**src/corr_pkg.sv**
```systemverilog
package corr_pkg;

	// Array geometry
	localparam int NUM_INPUTS = 4;
	localparam int SAMPLE_WIDTH = 2;

	// Tap k holds the sample from k strobes ago
	localparam int NUM_LAGS = 4;

	// One baseline per unordered input pair
	localparam int NUM_BASELINES = NUM_INPUTS * (NUM_INPUTS - 1) / 2;

	// Accumulator sizing
	localparam int ACC_WIDTH = 12;
	localparam logic [ACC_WIDTH-1:0] MAX_COUNT = {ACC_WIDTH{1'b1}};
	localparam int PRODUCT_WIDTH = 2 * SAMPLE_WIDTH;

	// Readout bank
	localparam int NUM_WORDS = NUM_BASELINES * NUM_LAGS;
	localparam int ADDR_WIDTH = 5;

	localparam int INT_LEN_WIDTH = 16;

	// Baseline b correlates input BASELINE_A[b] against delayed input BASELINE_B[b]
	localparam int BASELINE_A [NUM_BASELINES] = '{0, 0, 0, 1, 1, 2};
	localparam int BASELINE_B [NUM_BASELINES] = '{1, 2, 3, 2, 3, 3};

endpackage

```
**src/sample_delay_line.sv**
```systemverilog
`timescale 1ns/1ps

module sample_delay_line (
	input  logic                                               clk,
	input  logic                                               rst_n_i,
	input  logic                                               sample_stb_i,
	input  logic [corr_pkg::SAMPLE_WIDTH-1:0]                  sample_i,
	output logic [corr_pkg::NUM_LAGS*corr_pkg::SAMPLE_WIDTH-1:0] taps_o,
	output logic                                               tap_valid_o
);

	localparam int TAPS_WIDTH = corr_pkg::NUM_LAGS * corr_pkg::SAMPLE_WIDTH;

	// Newest sample enters at tap 0, older ones move up
	always_ff @(posedge clk or negedge rst_n_i) begin
		if (!rst_n_i) begin
			taps_o <= '0;
		end else if (sample_stb_i) begin
			taps_o <= {taps_o[TAPS_WIDTH-corr_pkg::SAMPLE_WIDTH-1:0], sample_i};
		end
	end

	// Taps are stable with the new sample one cycle after the strobe
	always_ff @(posedge clk or negedge rst_n_i) begin
		if (!rst_n_i) begin
			tap_valid_o <= 1'b0;
		end else begin
			tap_valid_o <= sample_stb_i;
		end
	end

endmodule

```
**src/baseline_correlator.sv**
```systemverilog
`timescale 1ns/1ps

module baseline_correlator (
	input  logic                                                clk,
	input  logic                                                rst_n_i,
	input  logic                                                acc_en_i,
	input  logic                                                acc_clear_i,
	input  logic [corr_pkg::NUM_LAGS*corr_pkg::SAMPLE_WIDTH-1:0] ref_taps_i,
	input  logic [corr_pkg::NUM_LAGS*corr_pkg::SAMPLE_WIDTH-1:0] lag_taps_i,
	output logic [corr_pkg::NUM_LAGS*corr_pkg::ACC_WIDTH-1:0]    acc_o
);

	localparam int SW = corr_pkg::SAMPLE_WIDTH;
	localparam int AW = corr_pkg::ACC_WIDTH;
	localparam int PW = corr_pkg::PRODUCT_WIDTH;

	// Newest sample of the reference input
	logic [SW-1:0] ref_sample;

	assign ref_sample = ref_taps_i[SW-1:0];

	for (genvar k = 0; k < corr_pkg::NUM_LAGS; k++) begin : g_lag
		logic [SW-1:0] lag_sample;
		logic [PW-1:0] product;
		logic [AW:0]   sum;
		logic [AW-1:0] acc_q;

		assign lag_sample = lag_taps_i[k*SW +: SW];

		// Operands widen to the product width before the multiply
		assign product = {{(PW-SW){1'b0}}, ref_sample} * {{(PW-SW){1'b0}}, lag_sample};

		// One spare bit catches the carry out for saturation
		assign sum = {1'b0, acc_q} + {{(AW+1-PW){1'b0}}, product};

		always_ff @(posedge clk or negedge rst_n_i) begin
			if (!rst_n_i) begin
				acc_q <= '0;
			end else if (acc_clear_i) begin
				acc_q <= '0;
			end else if (acc_en_i) begin
				if (sum[AW]) begin
					acc_q <= corr_pkg::MAX_COUNT;
				end else begin
					acc_q <= sum[AW-1:0];
				end
			end
		end

		assign acc_o[k*AW +: AW] = acc_q;
	end

endmodule

```
**src/integration_control.sv**
```systemverilog
`timescale 1ns/1ps

module integration_control (
	input  logic                                 clk,
	input  logic                                 rst_n_i,
	input  logic                                 enable_i,
	input  logic                                 tap_valid_i,
	input  logic [corr_pkg::INT_LEN_WIDTH-1:0]   int_len_i,
	output logic                                 acc_en_o,
	output logic                                 acc_clear_o,
	output logic                                 dump_o
);

	logic [corr_pkg::INT_LEN_WIDTH-1:0] count_q;
	logic [corr_pkg::INT_LEN_WIDTH-1:0] count_next;
	logic                               last_set;

	assign acc_en_o = tap_valid_i & enable_i;

	assign count_next = count_q + 1'b1;

	// This accumulate completes the programmed integration length
	assign last_set = (count_next >= int_len_i);

	always_ff @(posedge clk or negedge rst_n_i) begin
		if (!rst_n_i) begin
			count_q <= '0;
		end else if (acc_clear_o) begin
			count_q <= '0;
		end else if (acc_en_o) begin
			if (last_set) begin
				count_q <= '0;
			end else begin
				count_q <= count_next;
			end
		end
	end

	// Dump follows the final accumulate by one cycle
	always_ff @(posedge clk or negedge rst_n_i) begin
		if (!rst_n_i) begin
			dump_o <= 1'b0;
		end else begin
			dump_o <= acc_en_o & last_set;
		end
	end

	// Clear accumulators right after the snapshot, and hold them while disabled
	assign acc_clear_o = dump_o | ~enable_i;

endmodule

```
**src/correlation_readout.sv**
```systemverilog
`timescale 1ns/1ps

module correlation_readout (
	input  logic                                                 clk,
	input  logic                                                 rst_n_i,
	input  logic                                                 dump_i,
	input  logic [corr_pkg::NUM_WORDS*corr_pkg::ACC_WIDTH-1:0]    acc_i,
	input  logic                                                 rd_stb_i,
	input  logic [corr_pkg::ADDR_WIDTH-1:0]                      rd_addr_i,
	output logic                                                 frame_valid_o,
	output logic                                                 rd_valid_o,
	output logic [corr_pkg::ACC_WIDTH-1:0]                       rd_data_o
);

	localparam int AW = corr_pkg::ACC_WIDTH;

	logic [AW-1:0] bank_q [corr_pkg::NUM_WORDS];
	logic          addr_ok;

	assign addr_ok = (rd_addr_i < corr_pkg::ADDR_WIDTH'(corr_pkg::NUM_WORDS));

	// Snapshot of every accumulator, kept until the next dump
	always_ff @(posedge clk or negedge rst_n_i) begin
		if (!rst_n_i) begin
			for (int w = 0; w < corr_pkg::NUM_WORDS; w++) begin
				bank_q[w] <= '0;
			end
		end else if (dump_i) begin
			for (int w = 0; w < corr_pkg::NUM_WORDS; w++) begin
				bank_q[w] <= acc_i[w*AW +: AW];
			end
		end
	end

	always_ff @(posedge clk or negedge rst_n_i) begin
		if (!rst_n_i) begin
			frame_valid_o <= 1'b0;
			rd_valid_o <= 1'b0;
		end else begin
			frame_valid_o <= dump_i;
			rd_valid_o <= rd_stb_i;
		end
	end

	// Unmapped addresses read as zero
	always_ff @(posedge clk or negedge rst_n_i) begin
		if (!rst_n_i) begin
			rd_data_o <= '0;
		end else if (rd_stb_i) begin
			rd_data_o <= addr_ok ? bank_q[rd_addr_i] : '0;
		end
	end

endmodule

```
**src/lag_correlator_top.sv**
```systemverilog
`timescale 1ns/1ps

module lag_correlator_top (
	input  logic                                                  clk,
	input  logic                                                  rst_n_i,
	input  logic                                                  sample_stb_i,
	input  logic [corr_pkg::NUM_INPUTS*corr_pkg::SAMPLE_WIDTH-1:0] samples_i,
	input  logic                                                  enable_i,
	input  logic [corr_pkg::INT_LEN_WIDTH-1:0]                    int_len_i,
	input  logic                                                  rd_stb_i,
	input  logic [corr_pkg::ADDR_WIDTH-1:0]                       rd_addr_i,
	output logic                                                  frame_valid_o,
	output logic                                                  rd_valid_o,
	output logic [corr_pkg::ACC_WIDTH-1:0]                        rd_data_o
);

	localparam int SW = corr_pkg::SAMPLE_WIDTH;
	localparam int TAPS_WIDTH = corr_pkg::NUM_LAGS * SW;
	localparam int BL_WIDTH = corr_pkg::NUM_LAGS * corr_pkg::ACC_WIDTH;

	logic [TAPS_WIDTH-1:0]                          taps [corr_pkg::NUM_INPUTS];
	logic [corr_pkg::NUM_INPUTS-1:0]                tap_valid;
	logic                                           acc_en;
	logic                                           acc_clear;
	logic                                           dump;
	logic [corr_pkg::NUM_WORDS*corr_pkg::ACC_WIDTH-1:0] acc_all;

	for (genvar i = 0; i < corr_pkg::NUM_INPUTS; i++) begin : g_input
		sample_delay_line u_delay (
			.clk          (clk),
			.rst_n_i      (rst_n_i),
			.sample_stb_i (sample_stb_i),
			.sample_i     (samples_i[i*SW +: SW]),
			.taps_o       (taps[i]),
			.tap_valid_o  (tap_valid[i])
		);
	end

	// Baseline b lands at words b*NUM_LAGS .. b*NUM_LAGS+NUM_LAGS-1
	for (genvar b = 0; b < corr_pkg::NUM_BASELINES; b++) begin : g_baseline
		baseline_correlator u_corr (
			.clk         (clk),
			.rst_n_i     (rst_n_i),
			.acc_en_i    (acc_en),
			.acc_clear_i (acc_clear),
			.ref_taps_i  (taps[corr_pkg::BASELINE_A[b]]),
			.lag_taps_i  (taps[corr_pkg::BASELINE_B[b]]),
			.acc_o       (acc_all[b*BL_WIDTH +: BL_WIDTH])
		);
	end

	// All lines share one strobe, so line 0 speaks for the rest
	integration_control u_ctrl (
		.clk         (clk),
		.rst_n_i     (rst_n_i),
		.enable_i    (enable_i),
		.tap_valid_i (tap_valid[0]),
		.int_len_i   (int_len_i),
		.acc_en_o    (acc_en),
		.acc_clear_o (acc_clear),
		.dump_o      (dump)
	);

	correlation_readout u_readout (
		.clk           (clk),
		.rst_n_i       (rst_n_i),
		.dump_i        (dump),
		.acc_i         (acc_all),
		.rd_stb_i      (rd_stb_i),
		.rd_addr_i     (rd_addr_i),
		.frame_valid_o (frame_valid_o),
		.rd_valid_o    (rd_valid_o),
		.rd_data_o     (rd_data_o)
	);

endmodule

```
**config.mk**
```make
export PLATFORM = sky130hd
export DESIGN_NAME = lag_correlator_top
export DESIGN_NICKNAME = d
export VERILOG_FILES = /design/src/corr_pkg.sv /design/src/sample_delay_line.sv /design/src/baseline_correlator.sv /design/src/integration_control.sv /design/src/correlation_readout.sv /design/src/lag_correlator_top.sv
export SDC_FILE = /design/constraint.sdc
export NUM_CORES = 1
export LEC_CHECK = 0
export BUFFER_PORTS_ARGS = -buffer_cell sky130_fd_sc_hd__buf_2
export CORE_ASPECT_RATIO = 1.4
export CORE_MARGIN = 2
export CORE_UTILIZATION = 43
export DETAILED_ROUTE_END_ITERATION = 12
export PLACE_DENSITY_LB_ADDON = 0.12
export SLEW_MARGIN = 20
export SYNTH_ARGS = -nofsm -noshare
export SYNTH_HDL_FRONTEND = slang
export SYNTH_SLANG_ARGS = --single-unit
```
**constraint.sdc**
```tcl
create_clock -name clk -period 5.25 [get_ports clk]
set_input_delay 1.05 -clock clk [delete_from_list [all_inputs] [get_ports clk]]
set_output_delay 1.05 -clock clk [all_outputs]
set_load 0.1 [all_outputs]
```
=== Word level (Yosys, flattened, before mapping) ===
Index checks and enable logic that the tools add are counted.

* Reductions and logical operators: 1
* Mux-type cells: 79
* Multiply operators: 24
* Bitwise logic cells: 5
* Order comparisons: 3
* $add $sub $neg: 25

{| class="wikitable"
|+ Operator list
! cell !! count
|-
| 12-bit 2-to-1 mux || 75
|-
| 12-bit by 4-bit adder with 13-bit output || 24
|-
| 2-bit by 2-bit multiplier with 4-bit output || 24
|-
| 12-bit binary-select mux with 5-bit select || 1
|-
| 16-bit 2-to-1 mux || 3
|-
| 16-bit by 1-bit adder with 16-bit output (second input constant) || 1
|-
| 16-bit >= comparator || 1
|-
| 6-bit >= comparator (second input constant) || 1
|-
| 5-bit NOT with 6-bit output || 1
|-
| 5-bit < comparator (second input constant) || 1
|-
| 1-bit bitwise AND || 2
|-
| 2-bit nonzero test || 1
|-
| 1-bit NOT || 1
|-
| 1-bit bitwise OR || 1
|}

* Logic and storage cells: 195
* Input bits: 34
* Register bits: 634

=== Depth between registers and ports, before layout ===
Gate-level depths: netlist of run 1.

* Word-level depth: 5
* Mapped depth: 11

=== Hierarchy ===
A second synthesis of run 1 with hierarchy kept.

* Cells, all modules: 2,941
* Area total of the unflattened synthesis: 34,870.9 um^2

{| class="wikitable"
|+ Modules (own cells, without submodules)
! module !! seq. area each (um^2) !! instances !! area each (um^2) !! cells an instance
|-
| correlation_readout || 7,557.2 || 1 || 13,651.8 || 822
|-
| baseline_correlator (g_baseline[4].u_corr ...) || 1,201.2 || 2 || 3,060.4 || 313
|-
| baseline_correlator (g_baseline[3].u_corr) || 1,201.2 || 1 || 3,093.0 || 316
|-
| baseline_correlator (g_baseline[0].u_corr) || 1,201.2 || 1 || 3,070.4 || 313
|-
| baseline_correlator (g_baseline[1].u_corr) || 1,201.2 || 1 || 3,070.4 || 314
|-
| baseline_correlator (g_baseline[2].u_corr) || 1,201.2 || 1 || 3,059.2 || 322
|-
| sample_delay_line || 225.2 || 4 || 356.6 || 18
|-
| integration_control || 425.4 || 1 || 1,378.8 || 156
|}

=== Least setup slack after synthesis of run 1 ===
No wires, ideal clock.

* Kind: flip-flop to flip-flop
* Start: register g_input[0].u_delay.taps_o[0] (netlist bit)
* End: register g_baseline[0].u_corr.g_lag[3].acc_q[9]
* Path buffers: 1
* Stages on the path, launching flop included: 12
* Arrival time: 2.639 ns
* Setup slack: 2.478 ns
* Clock period less this slack: 2.772 ns
* Cell sequence: dfrtp_1 clkbuf_1 nand2_1 fa_1 inv_1 ha_1 fa_1 a21o_1 and3_1 and3_1 o21ai_0 a31oi_1

* Cells in the longest elaborated chain, start to end: 5

{| class="wikitable"
|+ RTL lines
! item !! line !! text
|-
| from (decl) || sample_delay_line.sv:8 || <nowiki>output logic [corr_pkg::NUM_LAGS*corr_pkg::SAMPLE_WIDTH-1:0] taps_o,</nowiki>
|-
| from (signal assigned) || sample_delay_line.sv:19 || <nowiki>taps_o <= {taps_o[TAPS_WIDTH-corr_pkg::SAMPLE_WIDTH-1:0], sample_i};</nowiki>
|-
| 2-bit by 2-bit multiplier with 4-bit output || baseline_correlator.sv:31 || <nowiki>assign product = {{(PW-SW){1'b0}}, ref_sample} * {{(PW-SW){1'b0}}, lag_sample};</nowiki>
|-
| 12-bit by 4-bit adder with 13-bit output || baseline_correlator.sv:34 || <nowiki>assign sum = {1'b0, acc_q} + {{(AW+1-PW){1'b0}}, product};</nowiki>
|-
| 12-bit 2-to-1 mux || baseline_correlator.sv:42 || <nowiki>if (sum[AW]) begin</nowiki>
|-
| 12-bit 2-to-1 mux || baseline_correlator.sv:41 || <nowiki>end else if (acc_en_i) begin</nowiki>
|-
| 12-bit 2-to-1 mux || baseline_correlator.sv:39 || <nowiki>end else if (acc_clear_i) begin</nowiki>
|-
| to (signal assigned) || baseline_correlator.sv:43 || <nowiki>acc_q <= corr_pkg::MAX_COUNT;</nowiki>
|-
| to (signal assigned) || baseline_correlator.sv:45 || <nowiki>acc_q <= sum[AW-1:0];</nowiki>
|-
| to (decl) || baseline_correlator.sv:26 || <nowiki>logic [AW-1:0] acc_q;</nowiki>
|}

No other way between the ends. The select of a mux whose other input is x is not followed.
A chain may end at the register's enable or synchronous reset.

=== Worst setup path after layout of run 1 ===
* Start: register g_input[0].u_delay.taps_o[0] (netlist bit)
* End: register g_baseline[1].u_corr.g_lag[2].acc_q[11]

* Cells in the longest elaborated chain, start to end: 5

{| class="wikitable"
|+ RTL lines
! item !! line
|-
| 2-bit by 2-bit multiplier with 4-bit output || baseline_correlator.sv:31
|-
| 12-bit by 4-bit adder with 13-bit output || baseline_correlator.sv:34
|-
| 12-bit 2-to-1 mux || baseline_correlator.sv:42
|-
| 12-bit 2-to-1 mux || baseline_correlator.sv:41
|-
| 12-bit 2-to-1 mux || baseline_correlator.sv:39
|-
| to (signal assigned) || baseline_correlator.sv:43
|-
| to (signal assigned) || baseline_correlator.sv:45
|-
| to (decl) || baseline_correlator.sv:26
|}

No other way between the ends. The select of a mux whose other input is x is not followed.

==> flow_summary_export.csv, run 1 <==
group,metric,value,unit
die,ios,48,
power_and_ir_drop,powerDensity,322.4,nW/um^2
sta,finClkSkew,20.76,ps
worst_setup_path,critPathKind,"reg -> reg",
detailed_routing,wl_per_cell,22.45,um
power_and_ir_drop,p_sw_share,25.95,%
outcome,status,"finished, final reports clean",
layout,layout_common_cells,"632 x dfrtp_1, 326 x mux2_2, 190 x nor2_1, 178 x o21ai_0",
yosys,ys_ff_latch,634,
power_and_ir_drop,switchingPower,3.068,mW
hold_path,hold_path_class,"in -> async",
detailed_routing,detail_route.first_pass.iterations,7,
die,die_w,238.6,um
clock_network,numCtsBuffers,68,
die,num_rows,120,
layout,mostFrequentLayoutCell,"dfrtp_1",
clock_network,cts.path.max_buffers,3,
global_routing,grt_pass1_wl,139.3,mm
power_and_ir_drop,clockPowerShare,44.6,%
clock_network,clock_latency,620,ps
die,die-area,79350,um^2
worst_setup_path,path_max_fanout,25,
power_and_ir_drop,p_int,8.753,mW
yosys,syn_inst,2901,
power_and_ir_drop,total_power,11.82,mW
die,start_util,43.37,%
yosys,synth_edf_count,0,
sta,setup_viol,0,
global_routing,grt_overflow,0,
global_routing,grt_max_degree,177,
worst_setup_path,worst_r2r_startpoint,"g_input[0].u_delay.taps_o[0]$_DFFE_PN0P_",
yosys,avgSynthCellArea,11.43,um^2
die,die_h,332.5,um
worst_setup_path,critPathLaunchType,"register",
layout,area_growth_syn_to_layout,10.63,%
clock_network,cts_setup_buffers,0,
sta,max_freq,290.0,MHz
worst_setup_path,worst_path_most_repeated_cell,"fa_1",
detailed_routing,ant_nets,0,
sta,min_period_over_period,65.68,%
layout,drive_gt1_share,20.25,%
clock_network,tritoncts,"done",
place,routabilityCongestion,0.8423,
worst_setup_path,reg2reg_to,"g_baseline[1].u_corr.g_lag[2].acc_q[11]$_DFFE_PN0P_",
place,port_buffers,47,
global_routing,antenna_found_initial,3,
detailed_routing,via_per_inst,5.928,
detailed_routing,drt_iter0_markers,1463,
yosys,synthArstFlopShare,100.0,%
place,dp_hpwl,59.75,mm
worst_setup_path,rr_worst_depth,10,
clock_network,cts_resized,0,
sta,setup_tns,0,ps
sta,tightest_slew,1124,ps
clock_network,htreeDepth,3,
worst_setup_path,crit_arrival,3930,ps
job,maxCapViolCount,0,
global_routing,grt_usage,22.57,%
worst_setup_path,crit_path_end_kind,"register",
power_and_ir_drop,p_leak,17.15,nW
sta,relSlewSlack,25.09,%
worst_setup_path,crit_required,5730,ps
sta,fin_crit,3448,ps
clock_network,cts_hold_repair.buffers,0,
place,dp.cells,3791,
layout,stdcell_count,3913,
die,core_area,76420,um^2
worst_setup_path,path_cells,"nand2_1, fa_1, inv_1, ha_1, fa_1, a21oi_1, nor4b_1, nand3_1, mux2i_1, nor2_1",
yosys,ys_seq_area_share,47.87,%
yosys,syn_nets,3120,
layout,n_fill_cell,6922,
worst_setup_path,slowest_stage,"dfrtp_1",
clock_network,cts_sinks,634,
power_and_ir_drop,seqPwrFrac,44.4,%
detailed_routing,via_count,23195,
global_routing,grt_pass1_vias,23664,
sta,rsz0062_at_grt,"no",
sta,slew_violations,0,
detailed_routing,routed_wirelength,87.85,mm
yosys,ys_dominant_reg_cell,"dfrtp_1",
yosys,netlist_area,33140,um^2
detailed_routing,drc_errors,0,
power_and_ir_drop,combPwrFrac,11.1,%
clock_network,clkTransAtPathRegs,60,ps
sta,hold_viol_final,0,
yosys,synth_cell_types,73,
worst_setup_path,r2r_slack,1800,ps
layout,finalNetCount,3104,
power_and_ir_drop,worst_ir_drop_vdd,0.0002122,V
clock_network,root_buffer,"clkbuf_16",
worst_setup_path,cpPeakStageDelay,990,ps
yosys,yosysWarningCount,0,
-- logic make-up (layout without fill, tap and decap cells) --
group                      Yosys count  in the layout  synth area share, %
and+or+nand+nor                    712            712                11.00
adders and majority gates          185            185                8.071
other                                0              3                    0
AOI/OAI and AO/OA                  645            645                12.11
DFF                                634            634                47.87
buffers and inverters              268            301                3.333
muxes                              422            422                16.69
xor gates and xnor gates            35             35               0.9249
-- per-layer routing --
metal | wire, um | track usage (%) | up-vias
li1 | - | - | 10663
met1 | 35990 | 28.29 | 11940
met2 | 45460 | 39.61 | 456
met3 | 3397 | 2.672 | 136
met4 | 3004 | 8.763 | 0
met5 | 0 | 0 | -
-- stage by stage --
| stage | hold slack (ps) | area (um^2) | util [%] | setup slack (ps) |
|---|---|---|---|---|
| after floorplan | 364.1 | 33140 | - | 2478 |
| after global placement | 484.5 | 34220 | 44.78 | 1724 |
| after detailed placement | 492.3 | 34220 | 44.78 | 1653 |
| after CTS | 492.3 | 36660 | 47.97 | 1778 |
| after global routing | 520.7 | 36660 | 47.97 | 1533 |
| final | 480.9 | 36670 | 47.98 | 1802 |
-- final cells by class --
| class | count | area [um^2] | area share, % |
|---|---|---|---|
| Sequential cell | 634 | 15870 | 43.29 |
| Tap cell | 976 | 1221 | 3.330 |
| Clock buffer | 104 | 2133 | 5.818 |
| Inverter | 116 | 436.7 | 1.191 |
| Multi-Input combinational cell | 1999 | 16190 | 44.15 |
| Clock inverter | 15 | 302.8 | 0.8258 |
| Timing Repair Buffer | 66 | 503.0 | 1.372 |
| Antenna cell | 3 | 7.507 | 0.02047 |
-- power groups by stage --
stage          registers (mW)  clock network (mW)  logic (mW)
2_1_floorplan            5.27                   0       0.903
3_3_place_gp             5.33                   0        1.29
3_5_place_dp             5.34                   0        1.33
4_1_cts                  5.25                5.41        1.33
5_1_grt                  5.26                5.59        1.51
6_report                 5.24                5.27        1.31
-- how the worst max path moves through the flow --
stage                                                   startpoint                                             endpoint  slack [ps]  depth (start not counted)
final                     g_input[0].u_delay.taps_o[0]$_DFFE_PN0P_  g_baseline[1].u_corr.g_lag[2].acc_q[11]$_DFFE_PN0P_        1800                         10
after global routing                 u_ctrl.count_q[2]$_DFFE_PN0P_                       u_ctrl.count_q[15]$_DFFE_PN0P_        1530                         10
after CTS                 g_input[0].u_delay.taps_o[0]$_DFFE_PN0P_  g_baseline[1].u_corr.g_lag[2].acc_q[11]$_DFFE_PN0P_        1780                         10
after detailed placement                              rd_addr_i[1]                   u_readout.rd_data_o[9]$_DFFE_PN0P_        1650                          5
after global placement                                rd_addr_i[1]                   u_readout.rd_data_o[9]$_DFFE_PN0P_        1720                          5
after floorplan           g_input[0].u_delay.taps_o[0]$_DFFE_PN0P_   g_baseline[0].u_corr.g_lag[3].acc_q[9]$_DFFE_PN0P_        2480                         11
-- flip-flops by register name, indices dropped and copies added, names as in the netlist --
name,count
u_ctrl.dump_o,1
g_input.u_delay.taps_o,26
g_baseline.u_corr.g_lag.acc_q,288
u_readout.bank_q,288
u_readout.rd_data_o,12
u_readout.frame_valid_o,1
g_input.u_delay.tap_valid_o,1
u_readout.rd_valid_o,1
u_ctrl.count_q,16
-- worst max-delay path, delay by kind of cell (launching register included) --
family                     cells  cell delay [ps]
muxes                          1              190
adders and majority gates      3             1200
AOI/OAI and AO/OA              1              330
DFF                            1              990
buffers and inverters          1               50
and+or+nand+nor                4              540
-- synthesized netlist by cell type, types with 10 or more instances --
library cell / instances / area share (%)
nor4b_1: 10 / 0.26
o221a_1: 13 / 0.44
nor4_1: 13 / 0.25
nand2_1: 128 / 1.4
nor2b_1: 16 / 0.30
and3_1: 45 / 0.85
xnor2_1: 29 / 0.77
inv_1: 115 / 1.3
ha_1: 137 / 5.2
mux2i_1: 24 / 0.72
mux2_2: 326 / 11
a21oi_1: 137 / 2.1
o22ai_1: 14 / 0.26
dfrtp_1: 634 / 48
buf_2: 51 / 0.77
nor2_1: 190 / 2.2
mux4_2: 72 / 4.9
a31oi_1: 134 / 2.5
o211ai_1: 13 / 0.29
a22oi_1: 12 / 0.27
nor3b_1: 11 / 0.25
a21o_1: 39 / 0.88
nand3_1: 62 / 0.94
nor3_1: 78 / 1.2
fa_1: 48 / 2.9
o21ai_0: 178 / 2.7
clkbuf_1: 86 / 0.97
nand4_1: 32 / 0.60
a211oi_1: 39 / 0.88
and2_1: 66 / 1.2
a311oi_1: 17 / 0.45
or3_1: 14 / 0.26
a22o_1: 13 / 0.34
Note: power is estimated with default switching activity, not from simulation.
==> inputs of run 2 (changes only) <==
--- a/config.mk
+++ b/config.mk
@@ -5,6 +5,7 @@
 export SDC_FILE = /design/constraint.sdc
 export NUM_CORES = 1
 export LEC_CHECK = 0
+export ABC_AREA = 1
 export BUFFER_PORTS_ARGS = -buffer_cell sky130_fd_sc_hd__buf_2
 export CORE_ASPECT_RATIO = 1.4
 export CORE_MARGIN = 2
==> constraint.sdc (replaced) <==
create_clock -name clk -period 3.5 [get_ports clk]
set_input_delay 0.7 -clock clk [delete_from_list [all_inputs] [get_ports clk]]
set_output_delay 0.7 -clock clk [all_outputs]
set_load 0.1 [all_outputs]
==> run 2 against run 1 <==
Effect of this change: die area grew 8.0%; register-to-register slack worse by 1300 ps; core utilization about the same; routed wire length up 18%; sequential share of layout area fell by 3.3 points; clock skew is 4.8 ps higher; critical endpoint is now g_baseline[0].u_corr.g_lag[0].acc_q[11]$_DFFE_PN0P_; clock power increased by 47%; first-iteration DRC count grew 32%; setup slack worse by 1300 ps; final area grew 8.3%; flip-flop and latch count is the same; final cell count increased by 47%.
==> flow_summary_export.csv, run 2 <==
group,metric,value,unit
worst_setup_path,critPathLaunchType,"register",
detailed_routing,drt_iter0_markers,1935,
layout,postLayoutCellArea,39690,um^2
detailed_routing,detail_route.first_pass.iterations,5,
place,preCtsSetupSlack,489.1,ps
power_and_ir_drop,powerDensity,442.2,nW/um^2
die,start_util,43.32,%
die,die_w,248,um
layout,multi_input_comb_area,16670,um^2
yosys,synthArstFlopShare,100.0,%
detailed_routing,via_per_inst,5.244,
clock_network,tritoncts,"done",
sta,setup_viol,0,
sta,tightest_slew,1149,ps
place,port_buffers,47,
yosys,netlist_area,35840,um^2
place,dp.cells,5638,
job,maxCapViolCount,0,
clock_network,root_buffer,"clkbuf_16",
sta,setup_tns,0,ps
worst_setup_path,slowest_stage,"dfrtp_1",
clock_network,cts_sinks,634,
die,ios,48,
yosys,synth.most_common_cell,"nand2_1",
clock_network,cts_setup_buffers,0,
yosys,synth_edf_count,0,
worst_setup_path,crit_family,"adder cells",
clock_network,clock_latency,620,ps
yosys,ys_seq_area_share,44.27,%
detailed_routing,ant_nets,0,
worst_setup_path,r2r_slack,480,ps
detailed_routing,via_count,30208,
global_routing,grt_overflow,0,
detailed_routing,wl_per_cell,17.95,um
detailed_routing,routed_wirelength,103.4,mm
worst_setup_path,critPathKind,"reg -> reg",
clock_network,htreeDepth,3,
sta,hold_viol_final,0,
yosys,yosysWarningCount,0,
global_routing,grt_pass1_vias,30233,
yosys,synth_cell_types,40,
clock_network,clkTransAtPathRegs,70,ps
layout,area_growth_syn_to_layout,10.75,%
worst_setup_path,path_max_fanout,14,
place,placedInstanceArea,37330,um^2
place,dp_hpwl,69.86,mm
power_and_ir_drop,p_leak,19.81,nW
outcome,status,"finished, final reports clean",
yosys,syn_nets,4877,
layout,top_regs,"g_baseline.u_corr.g_lag.acc_q: 288 flops, u_readout.bank_q: 288 flops, g_input.u_delay.taps_o: 26 flops",
yosys,ys_ff_latch,634,
layout,finalNetCount,4850,
global_routing,antenna_found_initial,0,
yosys,synthTopCellsByCount,"1,396 x nand2_1, 634 x dfrtp_1, 616 x inv_1",
layout,n_fill_cell,8264,
layout,mostFrequentLayoutCell,"nand2_1",
yosys,synth_area_leader_cell,"dfrtp_1",
die,die_h,345.6,um
clock_network,cts_hold_repair.buffers,0,
die,num_rows,125,
clock_network,numCtsBuffers,70,
global_routing,grt_pass1_wl,166.1,mm
sta,finalWorstSetupSlack,483.4,ps
layout,antenna_cells,0,
yosys,synth_area_leaders,"dfrtp_1 44%, nand2_1 15%, o21ai_0 7.0%, inv_1 6.5%, ha_1 4.8%",
yosys,avgSynthCellArea,7.694,um^2
sta,min_period_over_period,86.19,%
layout,stdcell_count,5760,
worst_setup_path,crit_arrival,3490,ps
layout,drive_gt1_share,6.473,%
yosys,syn_inst,4658,
sta,rsz0062_at_grt,"no",
sta,slew_violations,0,
die,core_area,82740,um^2
worst_setup_path,crit_path_end_kind,"register",
global_routing,grt_usage,24.73,%
worst_setup_path,critical_path_buf_inv_count,1,
die,die-area,85710,um^2
worst_setup_path,worst_path_most_repeated_cell,"nand2_1",
yosys,ys_dominant_reg_cell,"dfrtp_1",
sta,fin_crit,3017,ps
yosys,synth_top_cell_area_share,44.27,%
sta,holdWs,41.67,ps
global_routing,grt_max_degree,199,
clock_network,cts_resized,0,
layout,layout_common_cells,"1,396 x nand2_1, 633 x dfrtp_1, 616 x inv_1, 499 x o21ai_0, 322 x nand3_1",
sta,relSlewSlack,23.40,%
clock_network,cts.path.max_buffers,3,
worst_setup_path,cpPeakStageDelay,740,ps
worst_setup_path,crit_required,3970,ps
place,routabilityCongestion,0.8699,
worst_setup_path,path_cells,"nand2_1, fa_1, inv_1, ha_1, fa_1, nand2_1, a21boi_0, nand2_1, o21ai_0, nand3_1, nand2_1, o21ai_0",
layout,final-seq-area,15870,um^2
sta,finClkSkew,25.59,ps
hold_path,hold_path_class,"in -> async",
sta,max_freq,331.5,MHz
power_and_ir_drop,worst_ir_drop_vdd,0.0003116,V
detailed_routing,drc_errors,0,
==> run 2: cell count changes after synthesis, sizes merged, moves of 69 or more <==
cell,delta
nand2,+1270
inv,+505
o21ai,+357
mux2,-301
nand3,+260
a31oi,-126
a21oi,+77
mux4,-72
and2,-69
==> run 2: cell type report <==
cell class / instances / area share (%)
clock inverters: 22 / 0.7407
multi-input cells: 3186 / 42.00
flip-flops and latches: 634 / 39.98
clock buffers: 100 / 5.210
inverters: 622 / 5.894
repair buffers: 117 / 2.777
well taps: 1079 / 3.401
==> run 2: logic make-up after synthesis <==
logic type      count (synthesis)  synth area share, %
mux                            25               0.7855
compound gates                886                13.20
xor+xnor                       64                1.564
buf+inv                       838                9.234
flops                         634                44.27
fa+ha+maj                     185                7.464
simple gates                 2026                23.49
==> run 2: worst paths after layout <==
kind	from	end	depth (start not counted)
hold / removal	rst_n_i	u_readout.bank_q[189]$_DFFE_PN0P_	1
hold reg to reg	u_readout.rd_data_o[2]$_DFFE_PN0P_	u_readout.rd_data_o[2]$_DFFE_PN0P_	2
max in group asynchronous	rst_n_i	g_baseline[0].u_corr.g_lag[3].acc_q[5]$_DFFE_PN0P_	2
min in group clk	rd_stb_i	u_readout.rd_valid_o$_DFF_PN0_	1
setup / recovery	g_input[1].u_delay.taps_o[1]$_DFFE_PN0P_	g_baseline[0].u_corr.g_lag[0].acc_q[11]$_DFFE_PN0P_	12
setup reg to reg	g_input[1].u_delay.taps_o[1]$_DFFE_PN0P_	g_baseline[0].u_corr.g_lag[0].acc_q[11]$_DFFE_PN0P_	12
==> run 2: routing by layer <==
layer,share of wire (%),track usage [%],routed length [um]
met1,42,30.72,43530
met2,49,42.56,51010
met3,4.0,3.290,4140
met4,4.6,10.88,4717
met5,0,0,0
==> run 2: report_power, final <==
part           internal, mW  switching (mW)  leakage, nW  total (mW)
combinational         0.650            1.42         9.90        2.08
clock                  4.62            3.15         1.17        7.76
sequential             7.51           0.200         8.74        7.71
total                  12.8            4.77         19.8        17.6
==> run 2: worst reg2reg max path: cells and delay by family (launching register included) <==
family	cells	cell delay [ps]
buffers and inverters	1	70
DFF	1	740
and+or+nand+nor	5	560
adders and majority gates	3	870
AOI/OAI and AO/OA	3	620
==> run 2: per-stage QoR <==
stage | total power [mW] | utilization, %
CTS | 17.77 | 47.98
finish | 17.55 | 47.98
global placement | 9.923 | 45.12
floorplan | 9.085 | -
detailed placement | 9.951 | 45.12
global route | 18.35 | 47.98
